$ cat config.mk
export PLATFORM = sky130hd
export DESIGN_NAME = cpu_panel
export DESIGN_NICKNAME = d
export VERILOG_FILES = /design/src/verilog/panel_pkg.sv /design/src/verilog/panel_input.sv /design/src/verilog/panel_switch_fsm.sv /design/src/verilog/panel_timer.sv /design/src/verilog/display_scan.sv /design/src/verilog/cpu_panel.sv
export SDC_FILE = /design/constraint.sdc
export NUM_CORES = 1
export LEC_CHECK = 0
export ABC_AREA = 1
export BUFFER_PORTS_ARGS = -buffer_cell sky130_fd_sc_hd__buf_2
export CAP_MARGIN = 20
export CORE_ASPECT_RATIO = 1.75
export CORE_UTILIZATION = 53
export DETAILED_ROUTE_END_ITERATION = 6
export GPL_ROUTABILITY_DRIVEN = 0
export GPL_TIMING_DRIVEN = 0
export MAX_ROUTING_LAYER = met4
export PLACE_DENSITY = 0.79
export SLEW_MARGIN = 40
export SYNTH_ARGS = -nofsm -noshare
export SYNTH_HDL_FRONTEND = slang
export SYNTH_SLANG_ARGS = --single-unit
export TNS_END_PERCENT = 5
$ cat constraint.sdc
create_clock -name clk_sys -period 3.25 [get_ports clk_sys]
set_clock_uncertainty 0.05 [all_clocks]
set_input_delay 0.65 -clock clk_sys [delete_from_list [all_inputs] [get_ports clk_sys]]
set_output_delay 0.65 -clock clk_sys [all_outputs]
set_load 0.02 [all_outputs]
$ cat src/verilog/panel_pkg.sv
// Function-key codes and line counts for the control panel, imported by the panel modules

package panel_pkg;

	// Code carried on the fn port of the I/O bus
	typedef logic [3:0] fn_code_t;

	// Level switches
	localparam fn_code_t FN_START = 4'd0;
	localparam fn_code_t FN_MODE = 4'd1;
	localparam fn_code_t FN_CLOCK = 4'd2;
	localparam fn_code_t FN_STOPN = 4'd3;

	// Momentary keys, cleared by the panel one cycle after being set
	localparam fn_code_t FN_STEP = 4'd4;
	localparam fn_code_t FN_FETCH = 4'd5;
	localparam fn_code_t FN_STORE = 4'd6;
	localparam fn_code_t FN_CYCLE = 4'd7;
	localparam fn_code_t FN_LOAD = 4'd8;
	localparam fn_code_t FN_BIN = 4'd9;
	localparam fn_code_t FN_OPRQ = 4'd10;
	localparam fn_code_t FN_CLEAR = 4'd11;

	// Width of the latched function-key vector
	localparam int FN_COUNT = 12;

	// Rotary register-select lines: wre rsc rsb rsa wic wac war wir wrs wrz wkb
	localparam int ROT_LINES = 11;

	// Lamps shown on the display
	localparam int IND_LINES = 10;

endpackage

$ cat src/verilog/panel_input.sv
// Latches data keys, rotary position and function keys from the I/O bus strobes; decodes rotary

`timescale 1ns/1ps

module panel_input (
	input  logic                            clk_sys,
	input  logic                            hlt_n,
	input  logic [0:15]                     keys,
	input  logic                            keys_trig,
	input  logic [0:3]                      rotary_in,
	input  logic                            rotary_trig,
	input  panel_pkg::fn_code_t             fn,
	input  logic                            fn_v,
	input  logic                            fn_trig,
	output logic [0:15]                     kl,
	output logic [0:3]                      rotary_pos,
	output logic [panel_pkg::FN_COUNT-1:0]  fnkey,
	output logic [panel_pkg::ROT_LINES-1:0] rot_sel
);

	import panel_pkg::*;

	// Bits that hold their value between strobes
	localparam logic [FN_COUNT-1:0] LEVEL_MASK = FN_COUNT'((1 << FN_START) | (1 << FN_MODE) |
		(1 << FN_CLOCK) | (1 << FN_STOPN));

	logic [FN_COUNT-1:0] fnkey_next;

	// Data keys
	always_ff @(posedge clk_sys or posedge hlt_n) begin
		if (hlt_n) begin
			kl <= '0;
		end else if (keys_trig) begin
			kl <= keys;
		end
	end

	// Rotary selector position
	always_ff @(posedge clk_sys or posedge hlt_n) begin
		if (hlt_n) begin
			rotary_pos <= '0;
		end else if (rotary_trig) begin
			rotary_pos <= rotary_in;
		end
	end

	// Momentary bits drop back to zero unless written this cycle
	always_comb begin
		fnkey_next = fnkey & LEVEL_MASK;
		if (fn_trig && (int'(fn) < FN_COUNT)) begin
			fnkey_next[fn] = fn_v;
		end
	end

	always_ff @(posedge clk_sys or posedge hlt_n) begin
		if (hlt_n) begin
			fnkey <= '0;
		end else begin
			fnkey <= fnkey_next;
		end
	end

	// Positions 11 to 15 select no register
	always_comb begin
		rot_sel = '0;
		if (int'(rotary_pos) < ROT_LINES) begin
			rot_sel[rotary_pos] = 1'b1;
		end
	end

	a_rot_sel_onehot: assert property (
		@(posedge clk_sys) disable iff (hlt_n)
		$onehot0(rot_sel)
	) else $error("rot_sel has more than one line active: %b", rot_sel);

endmodule

$ cat src/verilog/panel_switch_fsm.sv
// Derives run switch edges, stop_n toggle and p0-gated momentary commands from the function keys

`timescale 1ns/1ps

module panel_switch_fsm (
	input  logic                           clk_sys,
	input  logic                           hlt_n,
	input  logic                           p0,
	input  logic [panel_pkg::FN_COUNT-1:0] fnkey,
	output logic                           work,
	output logic                           start,
	output logic                           stop,
	output logic                           mode,
	output logic                           stop_n,
	output logic                           dcl,
	output logic                           step,
	output logic                           fetch,
	output logic                           store,
	output logic                           cycle,
	output logic                           load,
	output logic                           bin,
	output logic                           oprq,
	output logic                           clock_en
);

	import panel_pkg::*;

	// Switch levels seen in the previous cycle
	logic work_q;
	logic stopn_key_q;

	always_ff @(posedge clk_sys or posedge hlt_n) begin
		if (hlt_n) begin
			work_q <= 1'b0;
			stopn_key_q <= 1'b0;
		end else begin
			work_q <= fnkey[FN_START];
			stopn_key_q <= fnkey[FN_STOPN];
		end
	end

	// Each press of the stop_n switch flips the line
	always_ff @(posedge clk_sys or posedge hlt_n) begin
		if (hlt_n) begin
			stop_n <= 1'b0;
		end else if (fnkey[FN_STOPN] && !stopn_key_q) begin
			stop_n <= ~stop_n;
		end
	end

	// Run switch and its edges
	assign work = fnkey[FN_START];
	assign start = work & ~work_q;
	assign stop = ~work & work_q;

	assign mode = fnkey[FN_MODE];
	assign clock_en = fnkey[FN_CLOCK];

	assign dcl = fnkey[FN_CLEAR];
	assign step = fnkey[FN_STEP];
	assign oprq = fnkey[FN_OPRQ];

	// Memory and loading commands only act with the CPU in p0
	assign fetch = fnkey[FN_FETCH] & p0;
	assign store = fnkey[FN_STORE] & p0;
	assign cycle = fnkey[FN_CYCLE] & p0;
	assign load = fnkey[FN_LOAD] & p0;
	assign bin = fnkey[FN_BIN] & p0;

	// stop_n only flips the cycle after the switch goes from off to on
	a_stop_n_toggle: assert property (
		@(posedge clk_sys) disable iff (hlt_n)
		$changed(stop_n) |-> $past(fnkey[FN_STOPN]) && !$past(fnkey[FN_STOPN], 2)
	) else $error("stop_n changed without a rising stop_n switch");

	a_start_then_work: assert property (
		@(posedge clk_sys) disable iff (hlt_n)
		start |=> work
	) else $error("work dropped one cycle after start");

endmodule

$ cat src/verilog/panel_timer.sv
// Real-time clock: single-cycle zegar pulse once per timer period while enabled

`timescale 1ns/1ps

module panel_timer #(
	parameter int CLK_SYS_HZ = 50_000_000,
	parameter int TIMER_CYCLE_MS = 10
) (
	input  logic clk_sys,
	input  logic hlt_n,
	input  logic enable,
	output logic zegar
);

	// Clock cycles per real-time clock tick
	localparam int PERIOD = CLK_SYS_HZ * TIMER_CYCLE_MS / 1000;
	localparam int CNT_W = $clog2(PERIOD + 1);

	logic [CNT_W-1:0] cnt;

	// Held at a full period while disabled, so the first tick comes a whole period in
	always_ff @(posedge clk_sys or posedge hlt_n) begin
		if (hlt_n) begin
			cnt <= CNT_W'(PERIOD);
		end else if (!enable) begin
			cnt <= CNT_W'(PERIOD);
		end else if (cnt == '0) begin
			cnt <= CNT_W'(PERIOD - 1);
		end else begin
			cnt <= cnt - 1'b1;
		end
	end

	assign zegar = enable && (cnt == '0);

	// No pulse in the first cycle after the clock switch turns on
	a_zegar_after_enable: assert property (
		@(posedge clk_sys) disable iff (hlt_n)
		zegar |-> $past(enable)
	) else $error("zegar pulse in the first cycle of the clock switch");

endmodule

$ cat src/verilog/display_scan.sv
// Multiplexed 8-digit 7-segment display of the w bus, rotary position and indicator lamps

`timescale 1ns/1ps

module display_scan #(
	parameter int CLK_SYS_HZ = 50_000_000,
	parameter int SCAN_HZ = 1000
) (
	input  logic                            clk_sys,
	input  logic                            hlt_n,
	input  logic [0:15]                     w,
	input  logic [panel_pkg::ROT_LINES-1:0] rot_sel,
	input  logic [panel_pkg::IND_LINES-1:0] indicators,
	output logic [7:0]                      SEG,
	output logic [7:0]                      DIG
);

	import panel_pkg::*;

	// Cycles each digit stays lit
	localparam int DIGIT_CYCLES = CLK_SYS_HZ / (SCAN_HZ * 8);
	localparam int PRESC_W = $clog2(DIGIT_CYCLES + 1);

	logic [PRESC_W-1:0] presc;
	logic [2:0]         dig_idx;
	logic               scan_on;
	logic               rot_found;
	logic [3:0]         rot_idx;
	logic [7:0]         seg_on;

	// Segments a to g in bits 0 to 6, active high
	function automatic logic [6:0] hex_seg(input logic [3:0] v);
		case (v)
			4'h0: hex_seg = 7'h3f;
			4'h1: hex_seg = 7'h06;
			4'h2: hex_seg = 7'h5b;
			4'h3: hex_seg = 7'h4f;
			4'h4: hex_seg = 7'h66;
			4'h5: hex_seg = 7'h6d;
			4'h6: hex_seg = 7'h7d;
			4'h7: hex_seg = 7'h07;
			4'h8: hex_seg = 7'h7f;
			4'h9: hex_seg = 7'h6f;
			4'ha: hex_seg = 7'h77;
			4'hb: hex_seg = 7'h7c;
			4'hc: hex_seg = 7'h39;
			4'hd: hex_seg = 7'h5e;
			4'he: hex_seg = 7'h79;
			default: hex_seg = 7'h71;
		endcase
	endfunction

	// Prescaler and digit counter, display stays dark until the first step
	always_ff @(posedge clk_sys or posedge hlt_n) begin
		if (hlt_n) begin
			presc <= '0;
			dig_idx <= '0;
			scan_on <= 1'b0;
		end else if (presc == PRESC_W'(DIGIT_CYCLES - 1)) begin
			presc <= '0;
			if (scan_on) begin
				dig_idx <= dig_idx + 1'b1;
			end
			scan_on <= 1'b1;
		end else begin
			presc <= presc + 1'b1;
		end
	end

	// Which register the rotary selects
	always_comb begin
		rot_found = 1'b0;
		rot_idx = '0;
		for (int i = 0; i < ROT_LINES; i++) begin
			if (rot_sel[i]) begin
				rot_found = 1'b1;
				rot_idx = 4'(i);
			end
		end
	end

	always_comb begin
		seg_on = '0;
		case (dig_idx)
			3'd0, 3'd1, 3'd2, 3'd3: seg_on = {1'b0, hex_seg(w[4 * dig_idx[1:0] +: 4])};
			3'd4: seg_on = rot_found ? {1'b0, hex_seg(rot_idx)} : 8'h00;
			3'd5: seg_on = indicators[IND_LINES-1:2];
			3'd6: seg_on = {6'b0, indicators[1:0]};
			default: seg_on = 8'h00;
		endcase
	end

	// Both segments and digit enables are active low
	assign SEG = scan_on ? ~seg_on : 8'hff;
	assign DIG = scan_on ? ~(8'b1 << dig_idx) : 8'hff;

	a_single_digit: assert property (
		@(posedge clk_sys) disable iff (hlt_n)
		$onehot0(~DIG)
	) else $error("more than one digit enabled: %b", DIG);

endmodule

$ cat src/verilog/cpu_panel.sv
// Operator control panel top level, sits between the I/O bus host and the CPU

`timescale 1ns/1ps

module cpu_panel #(
	parameter int CLK_SYS_HZ = 50_000_000,
	parameter int TIMER_CYCLE_MS = 10,
	parameter int SCAN_HZ = 1000
) (
	input  logic                            clk_sys,
	input  logic                            hlt_n,
	// I/O bus events
	input  logic [0:15]                     keys,
	input  logic                            keys_trig,
	input  logic [0:3]                      rotary_in,
	input  logic                            rotary_trig,
	input  panel_pkg::fn_code_t             fn,
	input  logic                            fn_v,
	input  logic                            fn_trig,
	// CPU state
	input  logic [0:15]                     w,
	input  logic                            p,
	input  logic                            p0,
	input  logic                            mc_0,
	input  logic                            alarm,
	input  logic                            _wait,
	input  logic                            irq,
	input  logic                            q,
	input  logic                            run,
	// CPU controls
	output logic [0:15]                     kl,
	output logic                            work,
	output logic                            start,
	output logic                            stop,
	output logic                            mode,
	output logic                            stop_n,
	output logic                            dcl,
	output logic                            step,
	output logic                            fetch,
	output logic                            store,
	output logic                            cycle,
	output logic                            load,
	output logic                            bin,
	output logic                            oprq,
	output logic                            zegar,
	output logic                            wre,
	output logic                            rsc,
	output logic                            rsb,
	output logic                            rsa,
	output logic                            wic,
	output logic                            wac,
	output logic                            war,
	output logic                            wir,
	output logic                            wrs,
	output logic                            wrz,
	output logic                            wkb,
	// Back to the I/O bus and the display
	output logic [0:3]                      rotary_pos,
	output logic [panel_pkg::IND_LINES-1:0] indicators,
	output logic [7:0]                      SEG,
	output logic [7:0]                      DIG
);

	import panel_pkg::*;

	logic [FN_COUNT-1:0]  fnkey;
	logic [ROT_LINES-1:0] rot_sel;
	logic                 clock_en;

	assign {wre, rsc, rsb, rsa, wic, wac, war, wir, wrs, wrz, wkb} = rot_sel;

	// Lamp order as wired on the panel
	assign indicators = {mode, stop_n, clock_en, q, p, ~mc_0, irq, run, _wait, alarm};

	panel_input u_input (
		.clk_sys(clk_sys), .hlt_n(hlt_n),
		.keys(keys), .keys_trig(keys_trig),
		.rotary_in(rotary_in), .rotary_trig(rotary_trig),
		.fn(fn), .fn_v(fn_v), .fn_trig(fn_trig),
		.kl(kl), .rotary_pos(rotary_pos), .fnkey(fnkey), .rot_sel(rot_sel)
	);

	panel_switch_fsm u_switch (
		.clk_sys(clk_sys), .hlt_n(hlt_n), .p0(p0), .fnkey(fnkey),
		.work(work), .start(start), .stop(stop), .mode(mode), .stop_n(stop_n),
		.dcl(dcl), .step(step), .fetch(fetch), .store(store), .cycle(cycle),
		.load(load), .bin(bin), .oprq(oprq), .clock_en(clock_en)
	);

	panel_timer #(
		.CLK_SYS_HZ(CLK_SYS_HZ),
		.TIMER_CYCLE_MS(TIMER_CYCLE_MS)
	) u_timer (
		.clk_sys(clk_sys), .hlt_n(hlt_n), .enable(clock_en), .zegar(zegar)
	);

	display_scan #(
		.CLK_SYS_HZ(CLK_SYS_HZ),
		.SCAN_HZ(SCAN_HZ)
	) u_display (
		.clk_sys(clk_sys), .hlt_n(hlt_n),
		.w(w), .rot_sel(rot_sel), .indicators(indicators),
		.SEG(SEG), .DIG(DIG)
	);

endmodule

# After elaboration in Yosys (flattened, before gate mapping)
# Memories as Yosys holds them, arrays and structs flattened.
# Cells that the tools add are included.
# totals
ff_bits	71
romBits	224
input_bits	54
wordCells	90
mem_count	2
# memory_table
name	depth	word_bits	read_ports	rd_ports_with_merged_regs	wr	line	rtl
(no name shown)	16	7	1	0	0	display_scan.sv:33	case (v)
(no name shown)	16	7	1	0	0	display_scan.sv:33	
# classes
addsub	3
order_cmp	6
eq_ne	7
n_shift	2
n_mux	35
n_bitwise	14
n_reduce_logical	10
# op_table
cell	n
$mux 19	2
$not 4->33	1
$shiftx 16x33->17	1
$pmux 8 s4	1
$logic_not 19->1	1
$sub 19x1->19 const B	1
$mux 8	2
$not 8->8	2
$mux 1	14
$add 13x1->13 const B	1
$eq 13x13->1 const B	1
$mux 13	1
$bwmux 12	1
$mux 12	1
$mux 3	4
$mux 4	3
$mux 11	1
$lt 4x5->1 const B	2
$eq 3x3->1 const B	3
$demux 1 s4	2
$ge 4x1->1 const B	2
$lt 4x4->1 const B	2
$shl 1x3->8 const A	1
$and 1x1->1	7
11 further kinds	20

# Depth between registers and ports, before layout
# Gate-level depths: netlist of run 1.
# logic_depth
depth_word	20
depth_mapped	15
ltp_nobuf	15

# Hierarchy
# A second synthesis of run 1 with hierarchy kept.
# hier_totals
cells_unflattened	635
hier_area_um2	4749.6
# modules_own_cells
mod	instances	cells_each	area_per_inst_um2
display_scan	1	326	1959.4
panel_input	1	120	1342.5
panel_timer	1	149	1176.1
panel_switch_fsm	1	30	200.2
cpu_panel	1	10	71.3

# Worst setup path before layout of run 1
# OpenSTA, ideal clock, no wires.
# synth_timing
kind	reg-to-output
from	register u_input.rotary_pos[3] (netlist bit)
to	output SEG[3]
t_arrival_ns	2.048
required_time_ns	2.550
path_slack_ns	0.502
stages_incl_launch_ff	16
n_path_buf	0
path_cell_list	dfrtp_1 -> inv_1 -> nor2_1 -> inv_1 -> nor2_1 -> a21oi_1 -> inv_1 -> ha_1 -> inv_1 -> nor2_1 -> nand2_1 -> nand2_1 -> nor2_1 -> nor2_1 -> nand2_1 -> nand2_1
# synth_via
elab_cells_between_ends	33
classes_between	order compare: 3; mux: 27; bitwise: 1; reduce/logical: 1; memory: 1
# synth_rtl
element	line	rtl
from (decl)	panel_input.sv:16	output logic [0:3] rotary_pos,
from (signal assigned)	panel_input.sv:43	rotary_pos <= rotary_in;
$lt 4x5->1 (not written as such) / $ge 4x1->1 (equally long branches)	panel_input.sv:67	rot_sel[rotary_pos] = 1'b1;
$logic_and 1x1->1 (not written as such)	panel_input.sv:67	
$mux 1 (not written as such)	panel_input.sv:67	
$demux 1 s4	n/a	
$mux 11 *	panel_input.sv:66	if (int'(rotary_pos) < ROT_LINES) begin
named net rsc	cpu_panel.sv:47	output logic rsc,
$mux 4 (2 in a row)	display_scan.sv:75	if (rot_sel[i]) begin
$mem_v2 16x7	n/a	
$mux 7 *	display_scan.sv:86	3'd4: seg_on = rot_found ? {1'b0, hex_seg(rot_idx)} : 8'h00;
$pmux 8 s4 *	display_scan.sv:84	case (dig_idx)
$not 8->8 *	display_scan.sv:94	assign SEG = scan_on ? ~seg_on : 8'hff;
$mux 8 *	display_scan.sv:94	
to (decl)	cpu_panel.sv:60	output logic [7:0] SEG,
# The timed path passes the listed nets; every way through them passes the cells marked *.

# Worst setup path in the final report of run 1
# layout_timing
from	register u_input.rotary_pos[1] (netlist bit)
to	output SEG[6]
# layout_via
elab_chain_len	20
elab_cells_between_ends	33
classes_between	order compare: 3; mux: 27; bitwise: 1; reduce/logical: 1; memory: 1
# layout_rtl
element	line
$lt 4x5->1 (not written as such) / $ge 4x1->1 (equally long branches)	panel_input.sv:67
$logic_and 1x1->1 (not written as such)	panel_input.sv:67
$mux 1 (not written as such)	panel_input.sv:67
$demux 1 s4	n/a
$mux 11 *	panel_input.sv:66
$mux 1	display_scan.sv:75
$mux 2 / $mux 1 (equally long branches) (2 in a row)	display_scan.sv:75
$mux 3 / $mux 1 (equally long branches) (4 in a row)	display_scan.sv:75
$mux 4 / $mux 1 (equally long branches) (3 in a row)	display_scan.sv:75
$mem_v2 16x7 / $mux 1 (equally long branches)	n/a
$mux 7 *	display_scan.sv:86
$pmux 8 s4 *	display_scan.sv:84
$not 8->8 *	display_scan.sv:94
$mux 8 *	display_scan.sv:94
# Mark *: on every way between the ends. The rest lies on a longest branch, timed or not.

==> results of run 1 <==
[metrics by stage]
stage,total power [mW],instances,util [%],hold WS [ns]
2_1_floorplan,1.510,561,-,0.3037
6_report,2.737,791,68.24,0.2539
3_3_place_gp,1.689,774,63.87,0.3092
4_1_cts,2.753,791,68.12,0.2531
5_1_grt,2.859,791,68.24,0.2896
3_5_place_dp,1.713,775,64.16,0.3183
[per-layer routing]
metal / GRT usage, % / wire, um
met3: 4.218 / 452
met2: 51.82 / 6093
met4: 14.37 / 412
met1: 23.68 / 3630
met5: - / 0
[cells in the final DEF (no fill, tap or decap), types with 3 or more instances in the layout]
cell type	netlist	routed
a21oi_1	9	7
a21oi_2	2	4
buf_2	3	126
buf_4	10	10
buf_6	3	3
clkbuf_1	1	3
clkbuf_16	0	9
dfrtp_1	64	62
dfstp_2	7	7
ha_1	20	20
inv_1	71	70
inv_2	6	6
mux2_2	17	17
nand2_1	140	140
nand2_2	8	8
nand3_1	45	45
nand3_2	4	4
nand4_1	12	12
nor2_1	78	78
nor2_2	4	4
o21ai_0	21	21
xor2_1	7	7
[sequential cells by signal (all words and copies together) (netlist names), named ones only]
signal,flops
u_switch.stopn_key_q,1
u_input.kl,16
u_display.presc,13
u_display.dig_idx,3
u_switch.work_q,1
u_input.fnkey,8
u_input.rotary_pos,4
u_switch.stop_n,1
u_timer.cnt,19
u_display.scan_on,1
[final cells by class]
type	count	area share [%]
Buffer	18	2.418
Clock buffer	11	4.283
Clock inverter	5	1.520
Inverter	79	5.687
Multi-Input combinational cell	393	39.42
Sequential cell	71	32.90
Tap cell	90	2.072
Timing Repair Buffer	124	11.70
[kinds of logic after synthesis]
kind of cell | after synthesis | share of synthesized area (%)
AOI/OAI and AO/OA | 41 | 5.254
xor gates and xnor gates | 9 | 1.809
adders and majority gates | 20 | 5.742
buffers and inverters | 97 | 10.05
DFF | 71 | 40.97
muxes | 17 | 4.393
and+or+nand+nor | 306 | 31.78
[worst max-delay path, delay by kind of cell (launching register included)]
family / cells / cell delay, ns
AOI/OAI and AO/OA: 3 / 0.51
adders and majority gates: 1 / 0.15
buffers and inverters: 4 / 0.42
DFF: 1 / 0.43
and+or+nand+nor: 5 / 0.51
[power by group]
part           switching [mW]  total, mW  internal (mW)
clock                   0.357       1.03          0.673
combinational           0.403      0.644          0.241
sequential             0.0837       1.06          0.979
[worst min path at each step]
stage	end	slack, ns	depth (start not counted)
floorplan	u_switch.stopn_key_q	0.30	0
global placement	u_switch.stopn_key_q	0.31	0
detailed placement	u_switch.stopn_key_q	0.32	0
CTS	u_input.kl[3]	0.25	2
global route	u_input.kl[3]	0.29	2
finish	u_input.kl[3]	0.25	2
==> metrics, run 1 <==
status=finished with violations; failing checks=DRC; Nets=770; reg-to-reg critical path startpoint=u_timer.cnt[0]; Slowest cell on crit path=dfrtp_1; register area share after synthesis=40.97%; cts hold-fix bufs=0; Max stage delay on crit path=0.43 ns; unrepaired setup endpoints after global routing=false; Core ar.=0.007963 mm^2; multi-input logic area=~0.0021 mm^2; Post-CTS Setup Bufs=0; Critical Path Sink=SEG[6]; share of layout cells above drive strength 1=30.96%; Async SR Flop Fraction=between 90% and 100%; setup TNS=0 ns; max-cap viol count=0; Cell Rows=43; pre-CTS setup slack=0.4309 ns; static leakage=about 2.9 nW; initial drt markers=190; H-Tree Depth=3; FF-to-FF End=u_timer.cnt[14]; clk sinks=71; Hold WC Path Type=in2async; Final Cycle Share=94.13%; cells after synthesis=561; Synth cell types=42; Post-synth top cells=nand2_1 (140), nor2_1 (78), inv_1 (71), dfrtp_1 (64), nand3_1 (45); average size of a mapped cell=between 7 and 8 um^2; Top FF cell, synth=dfrtp_1; Port Buffers=123; PD cells=503.6 mW/mm^2; Fillers=637; Synth Register Bits=71; largest net degree at the start of global routing=between 40 and 50; most frequent CP cell=nand2_1; syn nets=about 640; most frequent cell after synthesis=nand2_1; Critical Path, Cell by Cell=inv_2 > nand2_1 > nor2_1 > a21oi_2 > inv_1 > ha_1 > inv_1 > a21oi_1 > nand2_1 > a21boi_1 > nand2_1 > nand2_1 > buf_2; Final setup violation count=0; crit path DAT=~2.4 ns; Final Cell Area=between 0.005 and 0.006 mm^2; Syn Std Cell Area=around 0.0044 mm^2; Worst Path Required=between 2 and 3 ns; endpoints failing hold=0; Inserted Clock Buffers=9; final WL=10,590 um; Worst slew margin=65.31%; initial antenna violation count=0; Worst-path clk slew=0.05 ns; Max VDD drop=461.6 uV; max-slew violations=0; n_diodes=0; Critical Setup Path Class=reg2out; Routed Antenna Nets=0; via count=4,147; Ys Warns=0; Slew @ Worst Pin=0.5203 ns; CP max FO=5; Post-CTS Resized=0; crit start category=register; top cells by area, synth=dfrtp_1 (37%), nand2_1 (12%), nor2_1 (6.7%); vias in the first global route=4,122; Longest Clk Path Bufs=2; die footprint=0.008603 mm^2; first-pass GRT wire length=17,240 um; Synth top area share=36.75%; DRT Pass-1 Iters=6; Die Y=122.0 um; DIE WIDTH=between 70 and 80 um; Post-synth EDFFs=0; Final Critical Period=about 3.1 ns; Vias/cell=5.243; average wire per standard cell=13.39 um; storage element area=0.001788 mm^2; Synth-to-Final Area Change=24.69%; fmax=326.9 MHz; Initial Util=54.73%; R2R depth=8; Worst Setup SP=u_input.rotary_pos[1]; Ports=125; CTS tree=built; dpl hpwl=8133 um; remaining routing DRC violations=20; worst reg2reg setup slack=1.51 ns; Remaining Overflow, GRT=0; Root Driver=clkbuf_16; Clk Latency, worst-skew pair=0.33 ns; Placed Area=0.005109 mm^2; GR Util All Layers=26.48%; CP Capture Type=output port; dominant cell type by area after synthesis=dfrtp_1; Setup WS post-layout=0.1908 ns
No activity file was read; power rests on OpenSTA's default activity.
==> run 2, diff against run 1 <==
--- a/config.mk
+++ b/config.mk
@@ -9,12 +9,13 @@
 export BUFFER_PORTS_ARGS = -buffer_cell sky130_fd_sc_hd__buf_2
 export CAP_MARGIN = 20
 export CORE_ASPECT_RATIO = 1.75
-export CORE_UTILIZATION = 53
+export CORE_MARGIN = 1.5
+export CORE_UTILIZATION = 48
 export DETAILED_ROUTE_END_ITERATION = 6
 export GPL_ROUTABILITY_DRIVEN = 0
 export GPL_TIMING_DRIVEN = 0
 export MAX_ROUTING_LAYER = met4
-export PLACE_DENSITY = 0.79
+export PLACE_DENSITY = 0.76
 export SLEW_MARGIN = 40
 export SYNTH_ARGS = -nofsm -noshare
 export SYNTH_HDL_FRONTEND = slang
==> constraint.sdc (replaced) <==
create_clock -name clk_sys -period 2.6 [get_ports clk_sys]
set_clock_uncertainty 0.05 [all_clocks]
set_input_delay 0.52 -clock clk_sys [delete_from_list [all_inputs] [get_ports clk_sys]]
set_output_delay 0.52 -clock clk_sys [all_outputs]
set_load 0.02 [all_outputs]
==> run 2 against run 1 <==
  * The run ends with setup timing left
  * Global-route usage shrank 2.2 points
  * Sequential cell count unchanged
  * Largest cell class unchanged
  * Largest power group unchanged
  * Non-clock buffer count is 28 higher
  * Die area increased by 13%
  * Register-to-register slack got worse by 0.65 ns
  * Routed wire length increased by 5.4%
  * Via count up 3.8%
==> metrics, run 2 (same netlist as run 1, synthesis figures left out) <==
status=finished with violations; failing checks=setup timing; Critical Setup Path Class=reg2out; Slew @ Worst Pin=0.4387 ns; CP max FO=5; average wire per standard cell=13.18 um; CTS tree=built; endpoints failing hold=0; Hold WC Path Type=in2async; initial drt markers=138; max-slew violations=0; initial antenna violation count=0; reg-to-reg critical path startpoint=u_timer.cnt[0]; unrepaired setup endpoints after global routing=true; clk sinks=71; dpl cells=~800; first-pass GRT wire length=17,670 um; most frequent cells in the layout=nand2_1 (136), buf_2 (118), nor2_1 (71); final WL=11,160 um; Clk Latency, worst-skew pair=0.33 ns; CP Capture Type=output port; Non-Filler Instances=roughly 850; Max VDD drop=593.8 uV; most common cell after layout, fill and taps aside=nand2_1; Port Buffers=123; crit start category=register; Worst-path clk slew=approximately 0.060 ns; fmax=~370 MHz; DIE WIDTH=75.03 um; largest net degree at the start of global routing=59; Remaining Overflow, GRT=0; Largest register FFs=19; DRT Pass-1 Iters=4; Final Cycle Share=104.8%; vias in the first global route=~4,200; Final Critical Period=2.724 ns; Ports=125; GR Util All Layers=roughly a quarter; worst reg2reg setup slack=0.86 ns; Vias/cell=roughly 5.1; Worst Path Required=about 2 ns; worst hold slack=0.04084 ns; Setup WS post-layout=-0.1245 ns; Worst slew margin=70.75%; Final setup violation count=9; share of layout cells above drive strength 1=38.08%; Die Y=approximately 130 um; Reg with most FFs=u_timer.cnt; remaining routing DRC violations=0; PD cells=594.0 mW/mm^2; pre-CTS setup slack=-0.08204 ns; Longest Clk Path Bufs=2; die footprint=0.009682 mm^2; cts hold-fix bufs=0; Final Power=3.488 mW; Core ar.=around 0.0087 mm^2; Cell Rows=45; Largest regs=u_timer.cnt (19), u_input.kl (16), u_display.presc (13); via count=4,304; R2R depth=8; crit path DAT=between 2 and 2.5 ns; Initial Util=49.94%; n_diodes=0; Synth-to-Final Area Change=34.74%; Root Driver=clkbuf_16; Routed Antenna Nets=0; H-Tree Depth=3; static leakage=3.100 nW; Nets=about 800; Inserted Clock Buffers=9; FF-to-FF End=u_timer.cnt[14]; max-cap viol count=0; dpl hpwl=just under 8000 um
## run 2: worst max path at each step
stage	endpoint	startpoint	slack [ns]
CTS	SEG[3]	u_input.rotary_pos[2]	-0.07
floorplan	SEG[5]	u_input.rotary_pos[2]	0.001
finish	SEG[3]	u_display.dig_idx[0]	-0.12
global placement	u_input.rotary_pos[3]	hlt_n	-0.54
detailed placement	SEG[1]	u_input.rotary_pos[2]	-0.08
global route	SEG[6]	u_input.rotary_pos[2]	-0.23
## run 2: layout make-up
| cell class | instances | area [um^2] |
|---|---|---|
| Fill cell | 690 | 2855 |
| Multi-Input combinational cell | 393 | 2283 |
| Sequential cell | 71 | 1789 |
| Timing Repair Buffer | 152 | 884.6 |
| Inverter | 79 | 316.6 |
| Clock buffer | 10 | 239.0 |
| Tap cell | 117 | 146.4 |
| Buffer | 18 | 131.4 |
| Clock inverter | 6 | 75.07 |
| Timing Repair inverter | 1 | 6.256 |
## run 2: power by group
| part | internal [mW] | switching (mW) | total [mW] |
|---|---|---|---|
| Clock | 0.785 | 0.482 | 1.27 |
| Sequential | 1.22 | 0.103 | 1.33 |
| Combinational | 0.353 | 0.543 | 0.895 |
## run 2: critical path: stages (launching register included)
cell and delay (ns):
dfrtp_1 0.39, buf_6 0.15, inv_8 0.04, nand2_1 0.05, nand2_1 0.05, nand2_1 0.10
nand2_4 0.09, buf_4 0.15, ha_1 0.22, nand2_2 0.08, nand2_1 0.05, nand2_1 0.10
nand3_2 0.09, nand2_1 0.07, nand2_1 0.06, buf_6 0.13
## run 2: through the flow
step | TNS, ns | cell area, um^2 | utilization [%]
floorplan | 0 | 4360 | -
detailed placement | -0.08204 | 5155 | 59.07
global placement | -34.09 | 5122 | 58.70
finish | -0.6415 | 5872 | 67.28
global route | -1.469 | 5872 | 67.28
CTS | -0.2700 | 5814 | 66.62
## run 2: per-layer routing
metal  share of wire (%)  track usage [%]
met1                  37            24.42
met2                  55            43.05
met3                 4.4            4.277
met4                 3.6            12.83
met5                   0                -
## run 2: timing repair
action	CTS	global route
gates cloned	2	0
setup endpoints to repair	7	9
buffers inserted	25	2
pin swaps	7	3
resized for setup	44	13
